$ cat config.mk
export PLATFORM = sky130hd
export DESIGN_NAME = pixel_color
export DESIGN_NICKNAME = d
export VERILOG_FILES = /design/src/source/calc_pkg.sv /design/src/source/pixel_color.sv
export VERILOG_INCLUDE_DIRS = /design/src /design/src/source
export SDC_FILE = /design/constraint.sdc
export NUM_CORES = 1
export LEC_CHECK = 0
export BUFFER_PORTS_ARGS = -buffer_cell sky130_fd_sc_hd__buf_4
export CAP_MARGIN = 15
export CORE_MARGIN = 4
export CORE_UTILIZATION = 16
export DETAILED_ROUTE_END_ITERATION = 10
export GPL_TIMING_DRIVEN = 0
export PLACE_DENSITY_LB_ADDON = 0.15
export SYNTH_ARGS = -nofsm -noshare
export SYNTH_HDL_FRONTEND = slang
export SYNTH_SLANG_ARGS = --single-unit
$ cat constraint.sdc
create_clock -name vclk -period 4.14
set_input_delay 1.035 -clock vclk [all_inputs]
set_output_delay 1.035 -clock vclk [all_outputs]
set_load 0.01 [all_outputs]
$ cat src/source/calc_consts.svh
`ifndef CALC_CONSTS_SVH
`define CALC_CONSTS_SVH

// ========================================
// Screen geometry
// ========================================

// Text band, corners in pixels, bottom-right exclusive
`define CALC_TEXT_X0 100
`define CALC_TEXT_Y0 50
`define CALC_TEXT_X1 540
`define CALC_TEXT_Y1 110
`define CALC_CELL_W 40
`define CALC_TEXT_CHARS 11

// Button row, square buttons side by side
`define CALC_BTN_X0 70
`define CALC_BTN_Y0 200
`define CALC_BTN_SIZE 100
`define CALC_BTN_COUNT 5
`define CALC_BTN_BORDER 4

// ========================================
// Colours, 24-bit RGB
// ========================================
`define CALC_COL_BG 24'h002040
`define CALC_COL_TEXT_BG 24'hFFFFFF
`define CALC_COL_INK 24'h000000
`define CALC_COL_FLASH 24'h0000FF
`define CALC_COL_BORDER 24'h404040
`define CALC_COL_BTN 24'hC0C0C0
`define CALC_COL_BTN_SEL 24'h80A0FF

// ASCII codes the text line can hold
`define CALC_CHAR_SPACE 8'h20
`define CALC_CHAR_EQ 8'h3D
`define CALC_CHAR_MINUS 8'h2D
`define CALC_CHAR_ZERO 8'h30

`endif

$ cat src/source/calc_pkg.sv
`default_nettype none

`include "calc_consts.svh"

package calc_pkg;

    // Operator codes, same order as the button row
    typedef enum logic [2:0] {
        OP_ADD = 3'd0,
        OP_SUB = 3'd1,
        OP_MUL = 3'd2,
        OP_DIV = 3'd3,
        OP_POW = 3'd4
    } op_code_e;

    // Calculator inputs as one bundle
    typedef struct packed {
        logic [31:0] a;
        logic [31:0] b;
        op_code_e    op;
        logic        op_selected;
    } operands_t;

    // Where the current pixel falls on screen
    typedef struct packed {
        logic       in_text;
        logic       in_btn;
        logic [3:0] char_index;
        logic [4:0] char_x;
        logic [4:0] char_y;
        logic [2:0] btn_index;
        logic [6:0] btn_x;
        logic [6:0] btn_y;
        logic       btn_border;
    } screen_loc_t;

    typedef struct packed {
        logic [7:0] r;
        logic [7:0] g;
        logic [7:0] b;
    } rgb_t;

    // Slot 0 is the leftmost character
    typedef logic [0:`CALC_TEXT_CHARS-1][7:0] text_line_t;

endpackage

`default_nettype wire

$ cat src/source/pixel_color.sv
`timescale 1ns/10ps
`default_nettype none

`include "calc_consts.svh"

module pixel_color (
    input  logic                  video_on,
    input  logic                  op_highlight,
    input  calc_pkg::operands_t   operands,
    input  calc_pkg::screen_loc_t loc,
    input  logic                  text_ink,
    input  logic                  btn_ink,
    output calc_pkg::rgb_t        vga
);

    logic btn_selected;

    // Button under the pixel matches the chosen operator
    assign btn_selected = operands.op_selected && (loc.btn_index == operands.op);

    // ========================================
    // Colour priority
    // ========================================
    always_comb begin
        if (!video_on) begin
            vga = 24'h000000;
        end else if (loc.in_text) begin
            if (text_ink) begin
                // Operator slot flashes on a key press
                vga = ((loc.char_index == 4'd2) && op_highlight) ? `CALC_COL_FLASH
                                                                  : `CALC_COL_INK;
            end else begin
                vga = `CALC_COL_TEXT_BG;
            end
        end else if (loc.in_btn) begin
            if (loc.btn_border) begin
                vga = `CALC_COL_BORDER;
            end else begin
                vga = btn_selected ? `CALC_COL_BTN_SEL : `CALC_COL_BTN;
                // Glyph drawn over the fill
                if (btn_ink) begin
                    vga = `CALC_COL_INK;
                end
            end
        end else begin
            vga = `CALC_COL_BG;
        end
    end

endmodule

`default_nettype wire

==> implementation parameters <==
Parameter                              Value

Pwr
  Leakage ... 0.000366 µW
  P per Cell Area ... 103 mW/mm²
  Overall power ... 66.4 µW
  Worst VDD drop ... 31.4 µV

Clock tree
  Setup repair bufs after CTS ... 0
  Number of buffers inserted for hold repair after clock tree synthesis ... 0
  Post_cts resized ... 0

GRT
  Number of antenna violations at the first check in global routing ... 0
  Vias in the first global route ... 361
  Total grt overflow ... 0
  Pin count of the biggest net entering global routing ... 12
  Total GRT Usage ... 0.0788
  Wire length of the first global-routing pass ... 1.68 mm

Synth
  Number of synthesis warnings ... 0
  Leading post-synthesis cells by cell area ... sky130_fd_sc_hd__buf_4, sky130_fd_sc_hd__xnor2_1, sky130_fd_sc_hd__nor2_1, sky130_fd_sc_hd__a21oi_1, sky130_fd_sc_hd__and4bb_1
  Synth top cells by count ... sky130_fd_sc_hd__buf_4, sky130_fd_sc_hd__nor2_1, sky130_fd_sc_hd__a21oi_1, sky130_fd_sc_hd__nand2_1, sky130_fd_sc_hd__xnor2_1
  Syn nets ... 150
  Count of unique library cells instantiated by Yosys ... 17
  Top cell type's share of synthesized area ... 0.429
  Biggest area consumer among synthesized cells ... sky130_fd_sc_hd__buf_4
  Number of cells produced by synthesis ... 44
  Fraction of the yosys area taken by sequential cells ... 0
  Synth Area per Inst ... 6.77 µm²
  Most used standard cell by instance count after synthesis ... sky130_fd_sc_hd__buf_4
  Post-Syn Area ... 298 µm²

Die
  Effective utilization at floorplan ... 0.171
  Core region area ... 0.00175 mm²
  Total number of placement rows ... 15
  Floorplan die height ... 51.1 µm
  I/O Pins ... 130
  Die width ... 51.1 µm
  Die ar. ... 0.00262 mm²

Timing
  Unrepaired setup endpoints after global routing ... false
  Period Utilization, post-route ... 0.785
  Final Hold Viols ... 0
  Max Clk Rate ... 308 MHz
  Minimum setup slack in the final design ... 0.889 ns
  Tightest slew margin relative to the limit ... 0.574
  Fin Setup TNS ... 0 ns
  Final critical delay including setup and external delays ... 3.25 ns
  Worst hold margin ... 2.40 ns
  Number of slew-limit violations in the final report ... 0
  Final setup fails ... 0
  Worst-Margin Slew ... 0.636 ns

Cells and area
  Number of antenna repair diodes ... 0
  Share of the core filled with cells in the final layout ... 0.369
  Number of nets in the final layout ... 194
  Number of clock buffers in the layout ... 0
  Area Overhead vs Synth ... 116%
  FF/Latch Area ... 0 µm²
  Share of cells above drive strength 1 ... 0.709
  Num sequential ... 0

Setup path
  Worst path slowest cell ... sky130_fd_sc_hd__nor3_2
  Setup crit end kind ... output port
  Worst setup path class ... input pin to output port
  Critical path required time ... 3.11 ns
  Crit path DAT ... 2.22 ns
  Slowest stage delay, CP ... 0.38 ns
  Maximum fanout along the worst path ... 6
  Crit-path most repeated cell ... sky130_fd_sc_hd__buf_4
  Chain of cells forming the critical path ... buf_4 > and4bb_1 > a32oi_1 > nor3_2 > buf_4 > buf_4
  Sort of element at the start of the critical path ... input pin

Routing
  Via count ... 416
  Detailed-routing iteration count for the pre-antenna-repair pass ... 1
  Routed wire length ... 1.08 mm
  Average wire per standard cell ... 9.68 µm
  Initial detailed-routing violation count ... 0
  Vias/cell ... 3.75
  DR DRC count ... 0
  Antenna Nets Post-Route ... 0

Placed design
  Weighted congestion at the end of routability-driven global placement ... 0.600
  Buffers added on ports ... 42
  Placement-stage worst setup slack ... 0.871 ns
  Detailed-placement wirelength estimate ... 996 µm

Hold path
  Cell depth of the worst min-delay path ... 3
  Min-Delay Path Class ... input pin to output port

Run status
  Result of the run ... completed

Run
  Number of max-capacitance violations reported ... 0
==> critical path, delay by kind of cell <==
family	cells	cell delay, ns
compound gates	1	0.16
buf+inv	3	0.38
simple gates	2	0.64
==> through the flow <==
stage               cells  instance area, µm²
floorplan              44                 298
global placement      111                 644
detailed placement    111                 644
CTS                   111                 644
global route          111                 644
finish                111                 644
==> metal layers <==
metal | vias to the layer above | routed length (µm) | global-route usage
met3 | 0 | 30 | 0
li1 | 218 | - | -
met5 | - | 0 | 0
met4 | 0 | 0 | 0
met2 | 9 | 659 | 0.159
met1 | 189 | 385 | 0.0972
==> cell type report <==
cell class	count	area [µm²]
plain buffers	17	128
fillers	196	1100
inverters	2	7.51
multi-input cells	25	163
well taps	25	31.3
repair buffers	42	315
==> report_power, final <==
part | internal (µW) | leakage, µW | total, µW | switching [µW]
combinational | 39.7 | 0.000366 | 66.4 | 26.7
sequential | 0 | 0 | 0 | 0
clock | 0 | 0 | 0 | 0
total | 39.7 | 0.000366 | 66.4 | 26.7
==> placed cells by master, fill, tap and decap left out, drive strengths merged <==
master  synthesis  final
a21oi           3      3
a32oi           1      1
nor3b           1      1
nand2           3      3
a211oi          1      1
and4bb          1      1
nand4           1      1
xnor2           3      3
inv             2      2
buf            17     59
a41oi           1      1
and4            1      1
nor2b           1      1
a31oi           1      1
nand2b          1      1
nor3            1      1
nor2            5      5
==> cell families (layout without fill, tap and decap cells) <==
logic type | Yosys count | in the layout | share of synthesized area
AND/OR/NAND/NOR | 15 | 15 | 0.303
XOR/XNOR | 3 | 3 | 0.0883
AO/OA/AOI/OAI | 7 | 7 | 0.155
buffers and inverters | 19 | 61 | 0.454
==> worst paths after layout <==
path	slack [ns]	from	endpoint
max	0.89	loc[31]	vga[4]
min	2.40	btn_ink	vga[6]
Note: power is estimated with default switching activity, not from simulation.
