File: config.mk
export PLATFORM = sky130hd
export DESIGN_NAME = screen_decode
export DESIGN_NICKNAME = d
export VERILOG_FILES = /design/src/source/calc_pkg.sv /design/src/source/screen_decode.sv
export VERILOG_INCLUDE_DIRS = /design/src /design/src/source
export SDC_FILE = /design/constraint.sdc
export NUM_CORES = 1
export LEC_CHECK = 0
export BUFFER_PORTS_ARGS = -buffer_cell sky130_fd_sc_hd__buf_2
export CORE_MARGIN = 3
export CORE_UTILIZATION = 60
export DETAILED_ROUTE_END_ITERATION = 16
export PLACE_DENSITY_LB_ADDON = 0.3
export RECOVER_POWER = 25
export SLEW_MARGIN = 20
export SYNTH_ARGS = -nofsm -noshare
export SYNTH_HDL_FRONTEND = slang
export SYNTH_SLANG_ARGS = --single-unit
File: constraint.sdc
create_clock -name vclk -period 13.9
set_input_delay 0.695 -clock vclk [all_inputs]
set_output_delay 0.695 -clock vclk [all_outputs]
set_load 0.1 [all_outputs]
File: src/source/calc_consts.svh
`ifndef CALC_CONSTS_SVH
`define CALC_CONSTS_SVH

// ========================================
// Screen geometry
// ========================================

// Text band, corners in pixels, bottom-right exclusive
`define CALC_TEXT_X0 100
`define CALC_TEXT_Y0 50
`define CALC_TEXT_X1 540
`define CALC_TEXT_Y1 110
`define CALC_CELL_W 40
`define CALC_TEXT_CHARS 11

// Button row, square buttons side by side
`define CALC_BTN_X0 70
`define CALC_BTN_Y0 200
`define CALC_BTN_SIZE 100
`define CALC_BTN_COUNT 5
`define CALC_BTN_BORDER 4

// ========================================
// Colours, 24-bit RGB
// ========================================
`define CALC_COL_BG 24'h002040
`define CALC_COL_TEXT_BG 24'hFFFFFF
`define CALC_COL_INK 24'h000000
`define CALC_COL_FLASH 24'h0000FF
`define CALC_COL_BORDER 24'h404040
`define CALC_COL_BTN 24'hC0C0C0
`define CALC_COL_BTN_SEL 24'h80A0FF

// ASCII codes the text line can hold
`define CALC_CHAR_SPACE 8'h20
`define CALC_CHAR_EQ 8'h3D
`define CALC_CHAR_MINUS 8'h2D
`define CALC_CHAR_ZERO 8'h30

`endif

File: src/source/calc_pkg.sv
`default_nettype none

`include "calc_consts.svh"

package calc_pkg;

    // Operator codes, same order as the button row
    typedef enum logic [2:0] {
        OP_ADD = 3'd0,
        OP_SUB = 3'd1,
        OP_MUL = 3'd2,
        OP_DIV = 3'd3,
        OP_POW = 3'd4
    } op_code_e;

    // Calculator inputs as one bundle
    typedef struct packed {
        logic [31:0] a;
        logic [31:0] b;
        op_code_e    op;
        logic        op_selected;
    } operands_t;

    // Where the current pixel falls on screen
    typedef struct packed {
        logic       in_text;
        logic       in_btn;
        logic [3:0] char_index;
        logic [4:0] char_x;
        logic [4:0] char_y;
        logic [2:0] btn_index;
        logic [6:0] btn_x;
        logic [6:0] btn_y;
        logic       btn_border;
    } screen_loc_t;

    typedef struct packed {
        logic [7:0] r;
        logic [7:0] g;
        logic [7:0] b;
    } rgb_t;

    // Slot 0 is the leftmost character
    typedef logic [0:`CALC_TEXT_CHARS-1][7:0] text_line_t;

endpackage

`default_nettype wire

File: src/source/screen_decode.sv
`timescale 1ns/10ps
`default_nettype none

`include "calc_consts.svh"

module screen_decode (
    input  logic [9:0]            pos_x,
    input  logic [9:0]            pos_y,
    output calc_pkg::screen_loc_t loc
);

    // Offsets from region corners, wrap outside the region
    logic [9:0] text_dx;
    logic [9:0] text_dy;
    logic [9:0] cell_q;
    logic [9:0] cell_r;
    logic [9:0] btn_dx;
    logic [9:0] btn_dy;
    logic [9:0] btn_q;
    logic [9:0] btn_r;

    always_comb begin
        text_dx = pos_x - 10'(`CALC_TEXT_X0);
        text_dy = pos_y - 10'(`CALC_TEXT_Y0);
        cell_q  = text_dx / 10'(`CALC_CELL_W);
        cell_r  = text_dx % 10'(`CALC_CELL_W);
        btn_dx  = pos_x - 10'(`CALC_BTN_X0);
        btn_dy  = pos_y - 10'(`CALC_BTN_Y0);
        btn_q   = btn_dx / 10'(`CALC_BTN_SIZE);
        btn_r   = btn_dx % 10'(`CALC_BTN_SIZE);

        // ========================================
        // Text band
        // ========================================
        loc.in_text = (pos_x >= 10'(`CALC_TEXT_X0)) && (pos_x < 10'(`CALC_TEXT_X1)) &&
                      (pos_y >= 10'(`CALC_TEXT_Y0)) && (pos_y < 10'(`CALC_TEXT_Y1));
        loc.char_index = cell_q[3:0];
        // Right margin of a cell (32..39) collapses onto column 31
        loc.char_x = (cell_r > 10'd31) ? 5'd31 : cell_r[4:0];
        // Rows are doubled, 60 lines fold to 30
        loc.char_y = text_dy[5:1];

        // ========================================
        // Button row
        // ========================================
        loc.in_btn = (pos_x >= 10'(`CALC_BTN_X0)) &&
                     (pos_x < 10'(`CALC_BTN_X0 + `CALC_BTN_SIZE * `CALC_BTN_COUNT)) &&
                     (pos_y >= 10'(`CALC_BTN_Y0)) &&
                     (pos_y < 10'(`CALC_BTN_Y0 + `CALC_BTN_SIZE));
        loc.btn_index = btn_q[2:0];
        loc.btn_x     = btn_r[6:0];
        loc.btn_y     = btn_dy[6:0];
        // Frame on all four sides
        loc.btn_border = (loc.btn_x < 7'(`CALC_BTN_BORDER)) ||
                         (loc.btn_x >= 7'(`CALC_BTN_SIZE - `CALC_BTN_BORDER)) ||
                         (loc.btn_y < 7'(`CALC_BTN_BORDER)) ||
                         (loc.btn_y >= 7'(`CALC_BTN_SIZE - `CALC_BTN_BORDER));
    end

endmodule

`default_nettype wire

==> impl_metrics.prom <==
# TYPE chip_impl_metric gauge
chip_impl_metric{name="n_antenna_cell",unit=""} 0
chip_impl_metric{name="fp.dieH",unit="um"} 64.4
chip_impl_metric{name="synth_cell_types",unit=""} 75
chip_impl_metric{name="power.density",unit="nW/um2"} 150
chip_impl_metric{name="grt-ovfl-total",unit=""} 0
chip_impl_metric{name="count_of_clock_net_buffers_in_the_final_layout",unit=""} 0
chip_impl_metric{name="fp-row-count",unit=""} 20
chip_impl_info{name="worstHoldPathType",value="input port to output port"} 1
chip_impl_info{name="worstSetupPathType",value="input port to output port"} 1
chip_impl_metric{name="setup_viol",unit=""} 0
chip_impl_info{name="synth.most_common_cell",value="sky130_fd_sc_hd__nand2_1"} 1
chip_impl_metric{name="synth_area_per_cell",unit="um2"} 6.97
chip_impl_metric{name="report.power.total",unit="mW"} 0.339
chip_impl_metric{name="timing.final.max_slew_violations",unit=""} 0
chip_impl_metric{name="drt-wirelength-per-cell",unit="um"} 14.5
chip_impl_metric{name="maxSlewHeadroom",unit=""} 0.224
chip_impl_metric{name="cts_setup_buffers",unit=""} 0
chip_impl_metric{name="netlist_area_before_placement",unit="um2"} 2050
chip_impl_metric{name="cts_hold_buf",unit=""} 0
chip_impl_info{name="grt_setup_unrepaired",value="false"} 1
chip_impl_metric{name="boundaryPins",unit=""} 54
chip_impl_info{name="status",value="finished clean"} 1
chip_impl_metric{name="grt_pass1_vias",unit=""} 2103
chip_impl_metric{name="synthCells",unit=""} 294
chip_impl_info{name="nature_of_the_critical_path_endpoint",value="output port"} 1
chip_impl_metric{name="globalRouteTotalUtil",unit=""} 0.260
chip_impl_metric{name="seq_cells",unit=""} 0
chip_impl_metric{name="setup_total_negative_slack",unit="ps"} 0
chip_impl_metric{name="critical_path_peak_fanout",unit=""} 16
chip_impl_metric{name="finalWirelength",unit="um"} 5410
chip_impl_metric{name="synthesis.nets",unit=""} 329
chip_impl_info{name="synth.area.top_cells",value="sky130_fd_sc_hd__xnor2_1, sky130_fd_sc_hd__ha_1, sky130_fd_sc_hd__xor2_1"} 1
chip_impl_metric{name="dp_hpwl",unit="um"} 4260
chip_impl_metric{name="first_pass_grt_wire_length",unit="um"} 9300
chip_impl_metric{name="timing.fmax",unit="MHz"} 152
chip_impl_info{name="setup.worst_path.start_class",value="input port"} 1
chip_impl_metric{name="layout-drive-gt1-share",unit=""} 0.210
chip_impl_metric{name="post_cts_resize_count",unit=""} 0
chip_impl_metric{name="first_pass_iters",unit=""} 4
chip_impl_metric{name="post-synth-top-area-fraction",unit=""} 0.0983
chip_impl_metric{name="dieArea",unit="um2"} 4150
chip_impl_metric{name="portBuffers",unit=""} 54
chip_impl_metric{name="ys_seq_area_frac",unit=""} 0
chip_impl_metric{name="syn_to_final_growth",unit="%"} 10.3
chip_impl_metric{name="initial_core_util",unit=""} 0.650
chip_impl_metric{name="tightestPinTransition",unit="ps"} 1170
chip_impl_info{name="synthTopCellsByCount",value="sky130_fd_sc_hd__nand2_1, sky130_fd_sc_hd__xnor2_1, sky130_fd_sc_hd__nor2_1, sky130_fd_sc_hd__ha_1, sky130_fd_sc_hd__a21oi_1"} 1
chip_impl_metric{name="grt_start_max_net_pins",unit=""} 22
chip_impl_metric{name="synthesis.yosys.warnings",unit=""} 0
chip_impl_metric{name="grt_antenna_before_repair",unit=""} 0
chip_impl_metric{name="final_hold_violation_count",unit=""} 0
chip_impl_metric{name="sequential_cell_area",unit="um2"} 0
chip_impl_metric{name="required",unit="ps"} 13200
chip_impl_info{name="yosys.area.top_type",value="sky130_fd_sc_hd__xnor2_1"} 1
chip_impl_metric{name="number_of_max_cap_violations",unit=""} 0
chip_impl_metric{name="viasPerCell",unit=""} 6.27
chip_impl_metric{name="critPathArrivalTime",unit="ps"} 5890
chip_impl_metric{name="finalCriticalPeriod",unit="ps"} 6580
chip_impl_metric{name="drcViolationCount",unit=""} 0
chip_impl_metric{name="dieWidth",unit="um"} 64.4
chip_impl_metric{name="place_congestion",unit=""} 0.885
chip_impl_metric{name="ir_drop",unit="V"} 0.000202
chip_impl_metric{name="initialDrtViolationCount",unit=""} 242
chip_impl_metric{name="drt.antenna.violating_nets",unit=""} 0
chip_impl_metric{name="coreArea",unit="um2"} 3150
chip_impl_metric{name="layout.nets",unit=""} 365
chip_impl_metric{name="num-fill-cells",unit=""} 295
chip_impl_metric{name="power.leakage",unit="nW"} 0.931
chip_impl_metric{name="detailroute.via_count",unit=""} 2334
chip_impl_metric{name="post-route-period-util",unit=""} 0.473
## placed cells by master, fill, tap and decap left out, types with 4 or more instances in the layout
master | synthesis | final
sky130_fd_sc_hd__nand3_1 | 7 | 7
sky130_fd_sc_hd__xnor2_1 | 23 | 23
sky130_fd_sc_hd__a211oi_1 | 6 | 6
sky130_fd_sc_hd__ha_1 | 15 | 15
sky130_fd_sc_hd__nor2b_1 | 5 | 5
sky130_fd_sc_hd__buf_2 | 5 | 46
sky130_fd_sc_hd__nand2_1 | 25 | 25
sky130_fd_sc_hd__nor4_1 | 4 | 4
sky130_fd_sc_hd__o211ai_1 | 4 | 4
sky130_fd_sc_hd__nand4_1 | 4 | 4
sky130_fd_sc_hd__a21oi_1 | 14 | 14
sky130_fd_sc_hd__inv_1 | 13 | 13
sky130_fd_sc_hd__nand2b_1 | 7 | 7
sky130_fd_sc_hd__xor2_1 | 11 | 11
sky130_fd_sc_hd__a31oi_1 | 5 | 5
sky130_fd_sc_hd__o21ai_0 | 13 | 13
sky130_fd_sc_hd__clkbuf_1 | 8 | 8
sky130_fd_sc_hd__o21a_1 | 4 | 4
sky130_fd_sc_hd__nor2_1 | 21 | 21
sky130_fd_sc_hd__nor3_1 | 13 | 13
## worst max-delay path, stage by stage
cell and delay [ps]:
sky130_fd_sc_hd__buf_2 280, sky130_fd_sc_hd__inv_1 110, sky130_fd_sc_hd__ha_1 290, sky130_fd_sc_hd__a2111o_2 580, sky130_fd_sc_hd__xnor2_1 210, sky130_fd_sc_hd__ha_1 240
sky130_fd_sc_hd__nor2_1 60, sky130_fd_sc_hd__mux2_2 280, sky130_fd_sc_hd__a211o_2 380, sky130_fd_sc_hd__o31ai_2 680, sky130_fd_sc_hd__nor3_1 210, sky130_fd_sc_hd__nor4_1 400
sky130_fd_sc_hd__a21oi_2 100, sky130_fd_sc_hd__a211o_1 310, sky130_fd_sc_hd__or3_1 380, sky130_fd_sc_hd__o31ai_1 200, sky130_fd_sc_hd__buf_2 460
## power by group
part | switching, mW | internal, mW
sequential | 0 | 0
clock | 0 | 0
combinational | 0.269 | 0.0703
## stage by stage
step	hold slack (ps)	setup slack [ps]	std cells	util	cell area, um2
2_1_floorplan	1600	4490	294	-	2050
3_3_place_gp	1780	7470	372	0.720	2270
3_5_place_dp	1780	7410	372	0.720	2270
4_1_cts	1780	7360	372	0.720	2270
5_1_grt	1830	6990	372	0.717	2260
6_report	1820	7320	372	0.717	2260
## metal layers
| layer | routed length (um) | GRT usage | share of wire | up-vias |
|---|---|---|---|---|
| li1 | - | - | - | 1163 |
| met1 | 2440 | 0.346 | 0.45 | 1108 |
| met2 | 2720 | 0.486 | 0.50 | 61 |
| met3 | 246 | 0.00520 | 0.046 | 2 |
| met4 | 7 | 0.0185 | 0.0013 | 0 |
| met5 | 0 | 0 | 0 | - |
## cell type report
| type | count | area, um2 | share of cell area |
|---|---|---|---|
| inverter | 14 | 55.1 | 0.0243 |
| multi-input combinational | 260 | 1890 | 0.836 |
| tap | 44 | 55.1 | 0.0243 |
| timing repair buffer | 54 | 260 | 0.115 |
## worst paths after layout
path  startpoint  endpoint  cells after the start
max     pos_x[3]    loc[0]                     17
min     pos_y[9]   loc[32]                      3
## cell families (layout without fill, tap and decap cells)
family,after synthesis,in the layout,synth area share
and+or+nand+nor,109,109,0.282
AOI/OAI and AO/OA,94,94,0.360
xor gates and xnor gates,34,34,0.145
buffers and inverters,34,68,0.0775
adders and majority gates,16,16,0.0965
muxes,7,7,0.0385
Note: power is estimated with default switching activity, not from simulation.
