==> src/source/calc_consts.svh <==
`ifndef CALC_CONSTS_SVH
`define CALC_CONSTS_SVH

// ========================================
// Screen geometry
// ========================================

// Text band, corners in pixels, bottom-right exclusive
`define CALC_TEXT_X0 100
`define CALC_TEXT_Y0 50
`define CALC_TEXT_X1 540
`define CALC_TEXT_Y1 110
`define CALC_CELL_W 40
`define CALC_TEXT_CHARS 11

// Button row, square buttons side by side
`define CALC_BTN_X0 70
`define CALC_BTN_Y0 200
`define CALC_BTN_SIZE 100
`define CALC_BTN_COUNT 5
`define CALC_BTN_BORDER 4

// ========================================
// Colours, 24-bit RGB
// ========================================
`define CALC_COL_BG 24'h002040
`define CALC_COL_TEXT_BG 24'hFFFFFF
`define CALC_COL_INK 24'h000000
`define CALC_COL_FLASH 24'h0000FF
`define CALC_COL_BORDER 24'h404040
`define CALC_COL_BTN 24'hC0C0C0
`define CALC_COL_BTN_SEL 24'h80A0FF

// ASCII codes the text line can hold
`define CALC_CHAR_SPACE 8'h20
`define CALC_CHAR_EQ 8'h3D
`define CALC_CHAR_MINUS 8'h2D
`define CALC_CHAR_ZERO 8'h30

`endif

==> src/source/calc_pkg.sv <==
`default_nettype none

`include "calc_consts.svh"

package calc_pkg;

    // Operator codes, same order as the button row
    typedef enum logic [2:0] {
        OP_ADD = 3'd0,
        OP_SUB = 3'd1,
        OP_MUL = 3'd2,
        OP_DIV = 3'd3,
        OP_POW = 3'd4
    } op_code_e;

    // Calculator inputs as one bundle
    typedef struct packed {
        logic [31:0] a;
        logic [31:0] b;
        op_code_e    op;
        logic        op_selected;
    } operands_t;

    // Where the current pixel falls on screen
    typedef struct packed {
        logic       in_text;
        logic       in_btn;
        logic [3:0] char_index;
        logic [4:0] char_x;
        logic [4:0] char_y;
        logic [2:0] btn_index;
        logic [6:0] btn_x;
        logic [6:0] btn_y;
        logic       btn_border;
    } screen_loc_t;

    typedef struct packed {
        logic [7:0] r;
        logic [7:0] g;
        logic [7:0] b;
    } rgb_t;

    // Slot 0 is the leftmost character
    typedef logic [0:`CALC_TEXT_CHARS-1][7:0] text_line_t;

endpackage

`default_nettype wire

==> src/source/glyph_render.sv <==
`timescale 1ns/10ps
`default_nettype none

`include "calc_consts.svh"

module glyph_render (
    input  calc_pkg::screen_loc_t loc,
    input  calc_pkg::text_line_t  line,
    input  calc_pkg::op_code_e    op,
    output logic                  text_ink,
    output logic                  btn_ink,
    output logic [7:0]            cur_char
);

    // Operator shapes on a 16x16 coarse grid
    function automatic logic op_pixel(input calc_pkg::op_code_e code,
                                      input logic [3:0] gx, input logic [3:0] gy);
        int x;
        int y;
        logic hit;
        x = int'(gx);
        y = int'(gy);
        hit = 1'b0;
        case (code)
            calc_pkg::OP_ADD: hit = ((x >= 7) && (x <= 8) && (y >= 3) && (y <= 12)) ||
                                    ((y >= 7) && (y <= 8) && (x >= 3) && (x <= 12));
            calc_pkg::OP_SUB: hit = (y >= 7) && (y <= 8) && (x >= 3) && (x <= 12);
            // Two thick diagonals
            calc_pkg::OP_MUL: hit = (x >= 4) && (x <= 11) &&
                                    (((x - y >= -1) && (x - y <= 1)) ||
                                     ((x + y >= 14) && (x + y <= 16)));
            // Rising stroke, three cells thick
            calc_pkg::OP_DIV: hit = (x >= 3) && (x <= 13) && (x + y >= 15) && (x + y <= 17);
            calc_pkg::OP_POW: begin
                case (y)
                    4:       hit = (x >= 7) && (x <= 9);
                    5:       hit = (x == 7) || (x == 9);
                    6, 7:    hit = (x == 6) || (x == 10);
                    8, 9:    hit = (x == 5) || (x == 11);
                    10, 11:  hit = (x == 4) || (x == 12);
                    default: hit = 1'b0;
                endcase
            end
            default: hit = 1'b0;
        endcase
        return hit;
    endfunction

    // 3x5 table at zx 2..4, zy 1..5, bit 0 top-left
    function automatic logic small_pixel(input logic [7:0] ch,
                                         input logic [2:0] zx, input logic [2:0] zy);
        logic [0:14] pat;
        case (ch)
            "1":              pat = 15'b010_110_010_010_111;
            "2":              pat = 15'b111_001_111_100_111;
            "3":              pat = 15'b111_001_111_001_111;
            "4":              pat = 15'b101_101_111_001_001;
            "5":              pat = 15'b111_100_111_001_111;
            "6":              pat = 15'b111_100_111_101_111;
            "7":              pat = 15'b111_001_001_001_001;
            "8":              pat = 15'b111_101_111_101_111;
            "9":              pat = 15'b111_101_111_001_111;
            `CALC_CHAR_MINUS: pat = 15'b000_000_111_000_000;
            `CALC_CHAR_EQ:    pat = 15'b000_111_000_111_000;
            default:          pat = 15'b0;
        endcase
        if ((zx < 3'd2) || (zx > 3'd4) || (zy < 3'd1) || (zy > 3'd5)) begin
            return 1'b0;
        end
        return pat[(int'(zy) - 1) * 3 + int'(zx) - 2];
    endfunction

    logic [2:0] zx;
    logic [2:0] zy;
    logic       ring;
    logic       cell_ink;

    // Current character, blank past the last slot
    assign cur_char = (loc.char_index < 4'(`CALC_TEXT_CHARS)) ? line[loc.char_index]
                                                               : `CALC_CHAR_SPACE;

    // 8x8 grid inside the cell
    assign zx = loc.char_x[4:2];
    assign zy = loc.char_y[4:2];

    // Zero as a hollow box
    assign ring = (((zy == 3'd1) || (zy == 3'd6)) && (zx >= 3'd2) && (zx <= 3'd5)) ||
                  (((zx == 3'd2) || (zx == 3'd5)) && (zy >= 3'd2) && (zy <= 3'd5));

    always_comb begin
        if (loc.char_index == 4'd2) begin
            cell_ink = op_pixel(op, loc.char_x[4:1], loc.char_y[4:1]);
        end else if (cur_char == `CALC_CHAR_ZERO) begin
            cell_ink = ring;
        end else begin
            cell_ink = small_pixel(cur_char, zx, zy);
        end
    end

    // Last column is the gap between cells
    assign text_ink = loc.in_text && (loc.char_x != 5'd31) && cell_ink;

    // Button glyph follows its position, not the selected op
    assign btn_ink = loc.in_btn && !loc.btn_border &&
                     op_pixel(calc_pkg::op_code_e'(loc.btn_index),
                              loc.btn_x[6:3], loc.btn_y[6:3]);

endmodule

`default_nettype wire

==> config.mk <==
export PLATFORM = sky130hd
export DESIGN_NAME = glyph_render
export DESIGN_NICKNAME = d
export VERILOG_FILES = /design/src/source/calc_pkg.sv /design/src/source/glyph_render.sv
export VERILOG_INCLUDE_DIRS = /design/src /design/src/source
export SDC_FILE = /design/constraint.sdc
export NUM_CORES = 1
export LEC_CHECK = 0
export ABC_AREA = 1
export BUFFER_PORTS_ARGS = -buffer_cell sky130_fd_sc_hd__buf_2
export CORE_MARGIN = 2
export CORE_UTILIZATION = 50
export DETAILED_ROUTE_END_ITERATION = 8
export PLACE_DENSITY = 0.8
export SYNTH_ARGS = -nofsm -noshare
export SYNTH_HDL_FRONTEND = slang
export SYNTH_SLANG_ARGS = --single-unit
==> constraint.sdc <==
create_clock -name vclk -period 2.9
set_clock_uncertainty 0.1 [all_clocks]
set_input_delay 0 -clock vclk [all_inputs]
set_output_delay 0 -clock vclk [all_outputs]
set_load 0.03 [all_outputs]
==> flow_summary.ini, run 1 <==
[run]
max_cap_violations = 0

[pwr]
p_per_area_mw_per_mm2 = 184
p_leak_uw = 0.00244
p_total_uw = 727
peakVddDrop_mv = 0.160

[die]
initial_core_util_pct = 51.2
die-area_mm2 = 0.00708
ios = 135
fp.coreArea_mm2 = 0.00628
rows = 29
fp.dieW_um = 84.2
die_h_um = 84.2

[place]
io_buffers = 128
gp_congestion = 0.968
hpwl_um = 7720

[final_layout]
regArea_um2 = 0
final_nets = 903
clock_buffers = 0
areaGrowthSynthToFinish_pct = 23.0
drive_above_1_share_pct = 22.0
multi_input_area_mm2 = 0.00273
fill_cells = 643
design.seq.count = 0
diodes = 0

[route]
vias = 4130
drc_errors = 0
wl_um = 9140
firstDrtPassIters = 4
post_drt_via_cell_ratio = 5.11
drt_iter0_drc = 232
routedWlPerCell_um = 11.3
antenna_left = 0

[worst_setup_path]
cp.arrival_ps = 2620
cpPeakStageDelay_ps = 490
startpoint_type = input pin
critPathRequiredTime_ps = 2800
critical_path_class = input pin to primary output
slowest_stage = fa_1
crit_path_max_fanout = 2
cp-end-kind = primary output
cp_cell_sequence = buf_2 -> inv_1 -> ha_4 -> xor2_4 -> xor2_2 -> fa_1 -> ha_2 -> xor2_1 -> xor2_1 -> xor2_1 -> inv_1 -> nand3_1 -> nand2_1 -> inv_1 -> nand2_1 -> a21oi_2 -> buf_6

[grt]
grtUsageTotal_pct = 25.2
grt_pass1_vias = 3844
grt_max_degree = 38
overflow = 0
grt_pass1_wl_um = 15700
antenna_found_initial = 0

[timing]
setup_violations = 0
final_hold_viol_count = 0
finalMaxSlewViolations = 0
period_needed_ps = 2720
rsz0062_at_grt = no
tightest_slew_ps = 517
fin_tns_setup_ps = 0
slew_headroom_pct = 65.4
fin_crit_sh_pct = 93.8
max_freq_mhz = 368

[synthesis]
syn-cell-area_mm2 = 0.00321
synth_area_per_cell_um2 = 5.28
synthCells = 609
syn-num-nets = 779
yosys_warnings = 0
synthDistinctLibCells = 38
synth_seq_area_share_pct = 0

[min_path]
hp-class = input pin to primary output

[run_status]
status = finished clean
-- logic make-up (layout without fill, tap and decap cells) --
kind of cell | Yosys count | in the layout | synth area share [%]
adders and majority gates | 45 | 45 | 18.7
AOI/OAI and AO/OA | 69 | 69 | 12.8
xor gates and xnor gates | 16 | 16 | 4.36
and+or+nand+nor | 357 | 357 | 47.5
buffers and inverters | 122 | 244 | 16.7
-- metrics by stage --
stage | setup slack [ps] | area, µm² | util [%] | hold WS (ps) | cells
3_3_place_gp | 135 | 3890 | 62.0 | 172 | 808
2_1_floorplan | 126 | 3220 | - | 14.5 | 609
6_report | 179 | 3950 | 63.0 | 175 | 808
5_1_grt | 0.638 | 3950 | 63.0 | 197 | 808
3_5_place_dp | 21.0 | 3890 | 62.0 | 176 | 808
4_1_cts | 12.3 | 3890 | 62.0 | 176 | 808
-- layout by cell type, fill, tap and decap left out, types with 5 or more instances in the layout --
cell type | Yosys | routed
a21oi_1 | 22 | 21
buf_2 | 3 | 126
buf_4 | 2 | 8
fa_1 | 5 | 5
ha_1 | 40 | 37
inv_1 | 103 | 103
nand2_1 | 210 | 210
nand3_1 | 56 | 56
nand4_1 | 9 | 9
nor2_1 | 58 | 58
nor3_1 | 7 | 7
o211ai_1 | 5 | 5
o21ai_0 | 18 | 18
o21ai_1 | 5 | 5
xor2_1 | 12 | 10
-- cells in the mapped netlist --
cell type | count | area [µm²]
a221o_1 | 1 | 10.0
buf_2 | 3 | 15.0
fa_1 | 5 | 100
o21ai_0 | 18 | 90.1
nor2_2 | 4 | 25.0
inv_1 | 103 | 387
o21bai_1 | 2 | 15.0
buf_4 | 2 | 15.0
nand4_1 | 9 | 56.3
nor3_1 | 7 | 35.0
ha_1 | 40 | 500
o211ai_1 | 5 | 37.5
xor2_1 | 12 | 105
o21ai_1 | 5 | 25.0
nand2_1 | 210 | 788
o21a_1 | 2 | 15.0
inv_8 | 1 | 11.3
nand3_2 | 2 | 20.0
buf_6 | 8 | 90.1
nand3_1 | 56 | 280
nor2_1 | 58 | 218
a211oi_1 | 2 | 15.0
a31oi_1 | 2 | 12.5
o31ai_1 | 2 | 15.0
nand3_4 | 2 | 35.0
inv_2 | 4 | 15.0
o2111ai_1 | 3 | 26.3
nand2_2 | 3 | 18.8
o22ai_1 | 2 | 12.5
clkbuf_1 | 1 | 3.75
a21oi_1 | 22 | 110
xnor2_1 | 4 | 35.0
a21oi_2 | 1 | 8.76
o41ai_1 | 1 | 8.76
o311ai_0 | 1 | 8.76
nor3b_1 | 1 | 7.51
nor2_4 | 2 | 22.5
nor4_1 | 3 | 18.8
-- critical path, delay by kind of cell --
| kind | cells | cell delay [ps] |
|---|---|---|
| buf+inv | 5 | 480 |
| fa+ha+maj | 3 | 900 |
| simple gates | 3 | 180 |
| compound gates | 1 | 140 |
| xor+xnor | 5 | 900 |
-- timing repair --
action	4_1_cts	5_1_grt
hold endpoints to repair	0	0
hold buffers	0	0
setup buffers	0	0
setup endpoints to repair	0	1
resized for setup	0	10
-- where the power goes --
group | internal (µW) | switching [µW]
sequential | 0 | 0
combinational | 287 | 441
clock | 0 | 0
-- path summary, 6_finish.rpt --
path	end	from	depth (start not counted)
max	text_ink	loc[21]	17
min	btn_ink	loc[0]	3
-- cell type report --
cell class,count,area share [%]
multi-input combinational,487,69.2
timing repair buffer,136,17.9
inverter,108,10.4
tap,77,2.44
-- layer usage --
metal	up-vias	share of wire, %	GRT usage [%]	wire (µm)
li1	2166	-	-	-
met1	1815	45	32.1	4090
met2	129	48	46.5	4400
met3	20	5.1	1.77	469
met4	0	2.0	5.43	179
met5	-	0	0	0
Power figures use the tool's default switching activity.
==> run 2: changes to the inputs <==
==> constraint.sdc (replaced) <==
create_clock -name vclk -period 2.9
set_clock_uncertainty 0.1 [all_clocks]
set_input_delay 0 -clock vclk [all_inputs]
set_output_delay 0 -clock vclk [all_outputs]
set_load 0.01 [all_outputs]
==> run 2 against run 1 <==
Compared with the run above:
- cell area barely moved
- first-iteration DRC count up 0.43%
- sequential cell count unchanged
- non-clock buffer count rose by 1
- via count up 0.58%
- routed wire length is 6.3% higher
- power down 3.8%
- count of clock-buffer cells in the layout stayed put
- cell count up 0.12%
- global-route usage rose by 1.1 points
- largest power group unchanged
- critical path depth unchanged
- die area is the same
==> flow_summary.ini, run 2 (same netlist as run 1, synthesis figures left out) <==
[run_status]
status = finished clean

[timing]
final_hold_viol_count = 0
max_freq_mhz = 371
rsz0062_at_grt = no
slew_headroom_pct = 62.9
period_needed_ps = 2690
finalMaxSlewViolations = 0
tightest_slew_ps = 554
fin_tns_setup_ps = 0
fin_crit_sh_pct = 92.9
setup_violations = 0

[place]
dpl.cell_count = 808
io_buffers = 128
gp_congestion = 0.909
hpwl_um = 7880

[die]
die_h_um = 84.2
initial_core_util_pct = 51.2
die-area_mm2 = 0.00708
rows = 29
fp.coreArea_mm2 = 0.00628
ios = 135
fp.dieW_um = 84.2

[route]
top_layer_used = met4
firstDrtPassIters = 4
drc_errors = 0
antenna_left = 0
post_drt_via_cell_ratio = 5.13
vias = 4154
dr_wl_met2_um = 4920
routedWlPerCell_um = 12.0
wl_um = 9710
met1_length_um = 4280
drt_iter0_drc = 233
wl_met3_um = 360

[grt]
grt_max_degree = 38
grtUsageTotal_pct = 26.3
grt_pass1_vias = 3911
antenna_found_initial = 0
overflow = 0
grt_pass1_wl_um = 16300

[pwr]
p_per_area_mw_per_mm2 = 177
peakVddDrop_mv = 0.166
p_total_uw = 700
p_leak_uw = 0.00245

[worst_setup_path]
startpoint_type = input pin
critPathRequiredTime_ps = 2800
cp-end-kind = primary output
crit_path_max_fanout = 2
cp.arrival_ps = 2590
critical_path_class = input pin to primary output

[final_layout]
final_nets = 904
regArea_um2 = 0
clock_buffers = 0
drive_above_1_share_pct = 21.9
most-common-layout-cells = nand2_1, buf_2, inv_1, nor2_1, nand3_1
diodes = 0
design.seq.count = 0
final_common_cell = nand2_1
areaGrowthSynthToFinish_pct = 22.9
fin_cells = 809
fill_cells = 635

[run]
max_cap_violations = 0

[clock_tree]
cts_hold_buf = 0

[min_path]
hp-class = input pin to primary output
-- run 2: path summary, 6_finish.rpt --
check	from	to	slack (ps)	cells after the start
setup / recovery	loc[20]	text_ink	210	17
hold / removal	loc[0]	btn_ink	130	3
-- run 2: per-layer routing --
metal	vias to the layer above	GRT usage [%]
li1	2165	-
met4	0	4.55
met3	14	0.983
met2	109	52.1
met1	1866	31.5
met5	-	0
-- run 2: power breakdown --
group,leakage [µW],internal [µW],switching [µW]
registers,0,0,0
clock network,0,0,0
logic,0.00245,283,416
total,0.00245,283,416
-- run 2: cell type report --
class	instances	area (µm²)	area share, %
inverters	108	413	10.5
well taps	77	96.3	2.44
multi-input cells	487	2720	68.8
repair buffers	137	724	18.3
-- run 2: timing repair --
item | in CTS | in global routing
buffers inserted | 0 | 1
setup endpoints to repair | 0 | 1
resized for setup | 0 | 6
-- run 2: worst max-delay path, cell delays in order --
cell and delay (ps):
buf_2 90, inv_1 70, ha_4 290, xor2_2 210, xor2_2 170, fa_1 430
ha_1 220, xor2_1 190, xor2_1 190, xor2_1 190, inv_1 60, nand3_1 70
nand2_1 50, inv_1 40, nand2_1 60, a21oi_1 130, buf_2 140
-- run 2: per-stage QoR --
stage	hold WS (ps)	cell area, µm²	worst slack, ps	util [%]
final	134	3950	205	62.9
after global routing	143	3950	14.6	62.9
after CTS	135	3890	85.4	61.9
after detailed placement	135	3890	98.0	61.9
after global placement	136	3890	208	61.9
after floorplan	-49.7	3210	257	-
==> run 3: changes to the inputs <==
Settings changed: ABC_AREA 1 to not set, PLACE_DENSITY 0.8 to 0.82, SLEW_MARGIN set to 0.
==> run 3 against run 2 <==
Compared with the run above:
- non-clock buffer count increased by 10
- cell area is 4.5% lower
- critical path depth down 3
- area after synthesis fell by 8.3%
- fmax decreased by 2.2%
- count of clock-buffer cells in the layout is the same
- routed wire length down 7.6%
- critical path type unchanged
- die area down 7.9%
- sequential share of layout area did not move
- hold slack better by 110 ps
- cell count is 28% lower
==> flow_summary.ini, run 3 <==
[run_status]
status = finished clean

[min_path]
hold_depth = 3
hp-start = loc[32]
worstHoldEndpoint = btn_ink
hp-class = input pin to primary output

[final_layout]
final_nets = 681
multi_input_area_mm2 = 0.00273
areaGrowthSynthToFinish_pct = 28.0
diodes = 0
drive_above_1_share_pct = 35.8
utilization_pct = 67.3
fill_cells = 484
clock_buffers = 0
regArea_um2 = 0
final_common_cell = buf_2
design.seq.count = 0
stdcell_area_mm2 = 0.00377
most-common-layout-cells = buf_2, ha_1, inv_1, nor2_1, nand2_1
fin_cells = 581

[die]
rows = 27
initial_core_util_pct = 52.6
fp.coreArea_mm2 = 0.00561
die-area_mm2 = 0.00653
ios = 135
die_h_um = 80.8
fp.dieW_um = 80.8

[place]
dpl.cell_count = 581
gp_congestion = 0.946
place_area_mm2 = 0.00372
hpwl_um = 7560
io_buffers = 128

[timing]
period_needed_ps = 2760
fin_crit_sh_pct = 95.0
setup_violations = 0
finalMaxSlewViolations = 0
slew_headroom_pct = 71.2
final_hold_viol_count = 0
tightest_slew_ps = 432
rsz0062_at_grt = no
max_freq_mhz = 363

[grt]
grt_pass1_wl_um = 14800
overflow = 0
grtUsageTotal_pct = 27.4
grt_pass1_vias = 3416
antenna_found_initial = 0
grt_max_degree = 25

[pwr]
p_total_uw = 744
p_per_area_mw_per_mm2 = 197
p_leak_uw = 0.00183
peakVddDrop_mv = 0.122

[synthesis]
synthCells = 381
syn-cell-area_mm2 = 0.00295
synth_seq_area_share_pct = 0
synth_area_per_cell_um2 = 7.74
ys_top_cells_by_count = ha_1, inv_1, nand2_1, nor2_1
synth.most_common_cell = ha_1
yosys_warnings = 0
synth_top_area_share_pct = 17.0
synthDistinctLibCells = 75
synthTopCellsByArea = ha_1, mux2i_1, inv_1
syn-num-nets = 551
synth_area_leader_cell = ha_1

[worst_setup_path]
cp-end-kind = primary output
cpPeakStageDelay_ps = 470
crit_path_max_fanout = 5
critPathRequiredTime_ps = 2800
slowest_stage = fa_1
cp_cell_sequence = buf_2 -> inv_2 -> ha_4 -> xnor2_2 -> xnor2_2 -> fa_1 -> ha_1 -> xor2_1 -> xnor2_1 -> xnor2_1 -> a21oi_1 -> a211oi_2 -> a211oi_2 -> buf_2
crit_family = adder cells
startpoint_type = input pin
cp.arrival_ps = 2660
path_buf_inv = 3
critical_path_class = input pin to primary output

[run]
max_cap_violations = 0

[clock_tree]
postCtsSetupBuffers = 0
cts_hold_buf = 0

[route]
drt_iter0_drc = 204
firstDrtPassIters = 6
antenna_left = 0
drc_errors = 0
vias = 3485
wl_um = 8980
routedWlPerCell_um = 15.4
post_drt_via_cell_ratio = 6.00
==> run 3: layout make-up <==
type                       instances  share of cell area (%)
tap                               72                    2.39
multi-input combinational        323                    72.3
timing repair buffer             147                    21.4
inverter                          39                    3.88
==> run 3: worst max-delay path by stage <==
stage / start / end / cells after the start / slack [ps]
floorplan: loc[20] / text_ink / 12 / 80
global placement: loc[20] / text_ink / 11 / 80
detailed placement: loc[20] / text_ink / 14 / -70
CTS: loc[20] / text_ink / 14 / 10
global route: loc[20] / text_ink / 14 / 10
finish: loc[20] / text_ink / 14 / 140
==> run 3: per-layer routing <==
layer  vias up  wire, µm  GRT usage (%)
met1      1586      3570           32.3
met3        26       589           1.78
met5         -         0              0
met4         0       243           7.29
li1       1696         -              -
met2       177      4580           53.2
==> run 3: power breakdown <==
| part | switching [µW] | total, µW | internal [µW] |
|---|---|---|---|
| logic | 398 | 744 | 346 |
| clock network | 0 | 0 | 0 |
| registers | 0 | 0 | 0 |
| total | 398 | 744 | 346 |
==> run 3: worst min-delay path, delay by kind of cell <==
family | cells | cell delay [ps]
buffers and inverters | 2 | 190
AND/OR/NAND/NOR | 1 | 150
==> run 3: logic make-up after synthesis <==
kind of cell / share of synthesized area, %
compound gates: 30.5
xor+xnor: 5.65
buf+inv: 9.38
fa+ha+maj: 20.4
mux: 15.5
simple gates: 18.6
==> run 3: repair_timing <==
action                     CTS  global route
pin swaps                    0             3
gates resized for setup      5             6
setup endpoints to repair    1             1
cloned                       0             0
==> run 3: through the flow <==
stage / hold slack (ps) / setup WS [ps] / TNS [ps]
floorplan: 23.4 / 77.1 / 0
global placement: 231 / 83.7 / 0
detailed placement: 241 / -69.9 / -69.9
CTS: 247 / 10.9 / 0
global route: 277 / 11.2 / 0
finish: 241 / 145 / 0
